===== config.mk =====
export PLATFORM = sky130hd
export DESIGN_NAME = fmap_regs
export DESIGN_NICKNAME = d
export VERILOG_FILES = /design/src/hdl/bls12_381_pkg.sv /design/src/hdl/fmap_regs.sv
export SDC_FILE = /design/constraint.sdc
export NUM_CORES = 1
export LEC_CHECK = 0
export BUFFER_PORTS_ARGS = -buffer_cell sky130_fd_sc_hd__buf_2
export CORE_MARGIN = 2
export CORE_UTILIZATION = 40
export DETAILED_ROUTE_END_ITERATION = 12
export HOLD_SLACK_MARGIN = 0.12
export PLACE_DENSITY = 0.75
export REMOVE_ABC_BUFFERS = 1
export SLEW_MARGIN = 20
export SYNTH_ARGS = -nofsm -noshare
export SYNTH_HDL_FRONTEND = slang
export SYNTH_SLANG_ARGS = --single-unit

===== constraint.sdc =====
create_clock -name i_clk -period 2.32 [get_ports i_clk]
set_clock_uncertainty 0.2 [all_clocks]
set_input_delay 0.116 -clock i_clk [delete_from_list [all_inputs] [get_ports i_clk]]
set_output_delay 0.116 -clock i_clk [all_outputs]
set_load 0.02 [all_outputs]

===== src/hdl/bls12_381_pkg.sv =====
// --------------------
// BLS12-381 field package
// Field element type, prime modulus, Frobenius
// coefficient tables and register map
// --------------------
`default_nettype none

package bls12_381_pkg;

  typedef logic [380:0] fe_t;            // One base-field element
  typedef logic [761:0] fe2_pair_t;      // {coefficient part, data part}

  parameter int POW_W = 2;               // Frobenius power field, k = 0..3

  // BLS12-381 prime
  parameter fe_t P = 381'h1a0111ea397fe69a4b1ba7b6434bacd764774b84f38512bf6730d2a0f6b0f6241eabfffeb153ffffb9feffffffffaaab;

  // Fp6 coefficients for b1, indexed [power][part]
  parameter fe_t FROBENIUS_COEFF_FQ6_C1 [4][2] = '{
    '{381'h1, 381'h0},
    '{381'h0,
      381'h1a0111ea397fe699ec02408663d4de85aa0d857d89759ad4897d29650fb85f9b409427eb4f49fffd8bfd00000000aaac},
    '{381'h00000000000000005f19672fdf76ce51ba69c6076a0f77eaddb3a93be6f89688de17d813620a00022e01fffffffefffe,
      381'h0},
    '{381'h0, 381'h1}
  };

  // Fp6 coefficients for b2
  parameter fe_t FROBENIUS_COEFF_FQ6_C2 [4][2] = '{
    '{381'h1, 381'h0},
    '{381'h1a0111ea397fe699ec02408663d4de85aa0d857d89759ad4897d29650fb85f9b409427eb4f49fffd8bfd00000000aaad,
      381'h0},
    '{381'h1a0111ea397fe699ec02408663d4de85aa0d857d89759ad4897d29650fb85f9b409427eb4f49fffd8bfd00000000aaac,
      381'h0},
    '{381'h1a0111ea397fe69a4b1ba7b6434bacd764774b84f38512bf6730d2a0f6b0f6241eabfffeb153ffffb9feffffffffaaaa,
      381'h0}
  };

  // Fp12 coefficients applied to the c1 half
  parameter fe_t FROBENIUS_COEFF_FQ12_C1 [4][2] = '{
    '{381'h1, 381'h0},
    '{381'h1904d3bf02bb0667c231beb4202c0d1f0fd603fd3cbd5f4f7b2443d784bab9c4f67ea53d63e7813d8d0775ed92235fb8,
      381'h00fc3e2b36c4e03288e9e902231f9fb854a14787b6c7b36fec0c8ec971f63c5f282d5ac14d6c7ec22cf78a126ddc4af3},
    '{381'h00000000000000005f19672fdf76ce51ba69c6076a0f77eaddb3a93be6f89688de17d813620a00022e01fffffffeffff,
      381'h0},
    '{381'h135203e60180a68ee2e9c448d77a2cd91c3dedd930b1cf60ef396489f61eb45e304466cf3e67fa0af1ee7b04121bdea2,
      381'h06af0e0437ff400b6831e36d6bd17ffe48395dabc2d3435e77f76e17009241c5ee67992f72ec05f4c81084fbede3cc09}
  };

  // APB register byte addresses
  parameter logic [7:0] REG_POWER  = 8'h00;  // RW, power k
  parameter logic [7:0] REG_STATUS = 8'h04;  // RO, bit 0 busy
  parameter logic [7:0] REG_COUNT  = 8'h08;  // RO, finished elements

endpackage

`default_nettype wire

===== src/hdl/fmap_regs.sv =====
// --------------------
// Frobenius register block
// APB access to power, busy status and completion count
// --------------------
`default_nettype none

module fmap_regs
  import bls12_381_pkg::*;
#(
  parameter int ADDR_W = 8
)(
  input  wire              i_clk,
  input  wire              i_rst,
  input  wire              i_psel,
  input  wire              i_penable,
  input  wire              i_pwrite,
  input  wire [ADDR_W-1:0] i_paddr,
  input  wire [31:0]       i_pwdata,
  output logic [31:0]      o_prdata,
  output logic             o_pready,
  output logic             o_pslverr,
  input  wire              i_in_sop,    // Element accepted at input
  input  wire              i_out_eop,   // Element finished at output
  output logic [POW_W-1:0] o_pow
);

  logic        access;
  logic        sel_power, sel_status, sel_count;
  logic [7:0]  in_flight;               // Elements between sop and eop
  logic [31:0] done_cnt;

  always_comb begin
    access     = i_psel && i_penable;   // Access phase
    sel_power  = i_paddr == REG_POWER[ADDR_W-1:0];
    sel_status = i_paddr == REG_STATUS[ADDR_W-1:0];
    sel_count  = i_paddr == REG_COUNT[ADDR_W-1:0];
    o_pready   = 1'b1;                  // No wait states
    o_pslverr  = access && !(sel_power || sel_status || sel_count);
    o_prdata   = '0;
    if (sel_power)  o_prdata[POW_W-1:0] = o_pow;
    if (sel_status) o_prdata[0] = in_flight != '0;  // Busy
    if (sel_count)  o_prdata = done_cnt;
  end

  always_ff @(posedge i_clk) begin
    if (i_rst) begin
      o_pow     <= '0;
      in_flight <= '0;
      done_cnt  <= '0;
    end else begin
      if (access && i_pwrite && sel_power) o_pow <= i_pwdata[POW_W-1:0];
      case ({i_in_sop, i_out_eop})
        2'b10:   in_flight <= in_flight + 8'd1;
        2'b01:   in_flight <= in_flight - 8'd1;
        default: in_flight <= in_flight;  // Start and finish cancel
      endcase
      if (i_out_eop) done_cnt <= done_cnt + 32'd1;
    end
  end

endmodule

`default_nettype wire


==> flow_summary.ini <==
[clocking]
cts_inserted_buffers = 5
insertion_delay_ps = 300
cts_tree = yes
clk_pin_slew_ps = 80
total_number_of_h_tree_levels = 2
clk_path_buf_depth = 2
cts_root_buffer = clkbuf_8
clock_sink_count = 42

[critical_path]
rr_startpoint = done_cnt[3]
crit_arrival_ps = 2210
critical_setup_path_class = register to register
timing.reg2reg.setup_slack_ps = 140
worst_ep_required_time_ps = 2350
r2r_end = done_cnt[31]
critical_path_peak_fanout = 6
setup.worst_path.start_class = register
r2r_cells = 5
crit_path_end_kind = register

[global_routing]
vias_in_the_first_global_route = 2082
grtUsageTotal_pct = 17.4
global_route_wire_length_before_repair_um = 9270
antenna_found_initial = 0
grt.overflow.total = 0
grt_max_degree = 35

[power_and_ir_drop]
p_int_mw = 1.27
ir_drop_mv = 0.498
power.share.sequential_pct = 46.2
power.combinational.fraction_pct = 12.0
p_switching_uw = 410
power_switching_share_pct = 24.4
power-per-cell-area_nw_per_um2 = 547
share_clk_of_total_power_pct = 41.7
static_leakage_nw = 1.26

[yosys]
post_synth_edffs = 0
avgSynthCellArea_um2 = 7.85
top_reg_cell_synth = dfxtp_1
synthMostInstantiatedCell = dfxtp_1
synthSimpleGateAreaFrac_pct = 33.7
synthesis.yosys.warnings = 0
synth_compound_gate_area_share_pct = 11.0
post-synth-top-area-cell = dfxtp_1
synth.top_cells.by_area = dfxtp_1 35%, and2_1 7.8%, nor2_1 5.9%, xnor2_1 4.7%, a21oi_1 4.1%
synth_area_um2 = 2420
yosys-top-cells-count = 42 x dfxtp_1, 38 x nor2_1, 30 x and2_1
netlist_instances = 308
ys_types = 43
synth_top_cell_area_share_pct = 34.8
synth_fa_ha_area_share_pct = 2.07
synth_sequential_area_ratio_pct = 34.8
synth-seq-cells = 42
synth-xor-area-share_pct = 8.70
combinational_family_with_the_most_area_after_synthesis = simple AND/OR/NAND/NOR gates
yosys-mux-area-fraction_pct = 4.71
async_reset_ff_share_pct = 0

[floorplan]
dieWidth_um = 81.7
initial_utilization_pct = 41.1
height_of_the_chip_um = 81.7
io_pins = 83
placement_rows = 28
core_region_area_um2 = 5890
fp.dieArea_um2 = 6680

[route]
drtAntennaViolNets = 0
post_drt_wl_per_cell_um = 12.5
drtIter0Drc = 135
dr.pass1.iters = 4
totalWireLength_um = 5630
drc = 0
num_vias = 2299
viasPerCell = 5.12

[placed_design]
gpl.final_weighted_congestion = 0.778
dp.final_hpwl_um = 3850
placed_cells = 432
port_buffers = 51

[min_path]
hold_path.startpoint = done_cnt[31]
hold_end = done_cnt[31]
min_path_cells = 2
hold_path.class = register to register

[timing]
setup_viol_count_final = 0
rsz0062_at_grt = false
setup_total_negative_slack_ps = 0
max_clock_freq_mhz = 458
shortest_clock_period_the_worst_path_allows_after_layout_ps = 2180
worstMarginPinSlew_ps = 509
relSlewSlack_pct = 65.7
timing_hold_violations_final = 0
final_min_period_over_clock_period_pct = 94.1
maxSlewViolCount = 0

[final_layout]
fillers = 569
finish.utilization_pct = 52.2
antenna_cells_inserted = 0
synthToLayoutAreaGrowth_pct = 27.1
finish.net_count = 424
proportion_of_layout_cells_with_a_drive_suffix_above_1_pct = 24.3
fin_cells = 449

[flow_run]
maxCapViolations = 0

[status]
run_status = finished clean
[state kept, by name (all words and copies together) (netlist names)]
signal,flops
in_flight,8
done_cnt,32
o_pow,2
[metrics by stage]
stage / worst slack (ps) / instance area, um2 / power (mW) / hold slack [ps]
floorplan: -51.2 / 2330 / 0.915 / -14.9
global placement: 23.2 / 2830 / 0.975 / 161
detailed placement: -67.8 / 2830 / 0.985 / 164
CTS: 76.9 / 3050 / 1.69 / 284
global route: 13.3 / 3070 / 1.75 / 341
finish: 137 / 3070 / 1.68 / 279
[power by group through the flow]
| stage | Combinational [mW] | Clock, mW | Sequential [mW] |
|---|---|---|---|
| after floorplan | 0.126 | 0 | 0.788 |
| after global placement | 0.184 | 0 | 0.791 |
| after detailed placement | 0.192 | 0 | 0.793 |
| after CTS | 0.199 | 0.716 | 0.776 |
| after global routing | 0.226 | 0.740 | 0.781 |
| final | 0.202 | 0.701 | 0.776 |
[placed cells by master, fill, tap and decap left out, types with 7 or more instances in the layout]
| master | synthesis | final |
|---|---|---|
| nor2_1 | 38 | 38 |
| nand2_1 | 16 | 16 |
| o21ai_0 | 13 | 13 |
| buf_4 | 1 | 19 |
| nor4_1 | 9 | 9 |
| buf_2 | 2 | 51 |
| mux2i_1 | 8 | 8 |
| inv_1 | 9 | 9 |
| xor2_1 | 11 | 11 |
| or3_1 | 13 | 13 |
| a21oi_1 | 20 | 20 |
| and2_1 | 30 | 30 |
| nand3_1 | 7 | 7 |
| xnor2_1 | 13 | 13 |
| dfxtp_1 | 42 | 41 |
| dlygate4sd3_1 | 0 | 8 |
[logic make-up after synthesis]
logic type	count (synthesis)
xor+xnor	24
simple gates	150
flops	42
buf+inv	30
compound gates	46
other cells	1
mux	11
fa+ha+maj	4
[how the worst max path moves through the flow]
stage	start	to	slack, ps	depth (start not counted)
finish	done_cnt[3]	done_cnt[31]	140	5
detailed placement	i_in_sop	in_flight[4]	-70	10
floorplan	done_cnt[2]	done_cnt[31]	-50	5
global placement	i_in_sop	in_flight[4]	20	10
global route	done_cnt[19]	done_cnt[31]	10	5
CTS	in_flight[1]	in_flight[4]	80	7
[final cells by class]
class                           instances  area (um2)  share of cell area [%]
Timing Repair Buffer                   78         478                    15.6
Multi-Input combinational cell        237        1490                    48.4
Clock inverter                          3        68.8                    2.24
Inverter                                9        33.8                    1.10
Sequential cell                        42         842                    27.4
Tap cell                               75        93.8                    3.05
Clock buffer                            5        68.8                    2.24
[worst max-delay path: stages (launching register included)]
cell and delay (ps):
dfxtp_2 340, and3_2 190, nand4_1 200, or4_4 630
or4_1 410, a21oi_1 140
[repair_timing]
item / in CTS / in global routing
hold buffers: 8 / 0
endpoints found under the setup margin: 1 / 7
buffers inserted: 0 / 0
gates resized for setup: 1 / 5
pin swaps: 0 / 1
hold endpoints to repair: 14 / 0
cloned: 0 / 1
[per-layer routing]
layer  vias to the layer above  GRT usage, %  part of all wire (%)  routed length (um)
met2                        48          30.2                    48                2680
met4                         0          6.17                   1.4                  78
met5                         -             0                     0                   0
met3                         9          2.42                   3.9                 221
li1                       1193             -                     -                   -
met1                      1049          21.9                    47                2650
(Power assumes the default switching activity.)
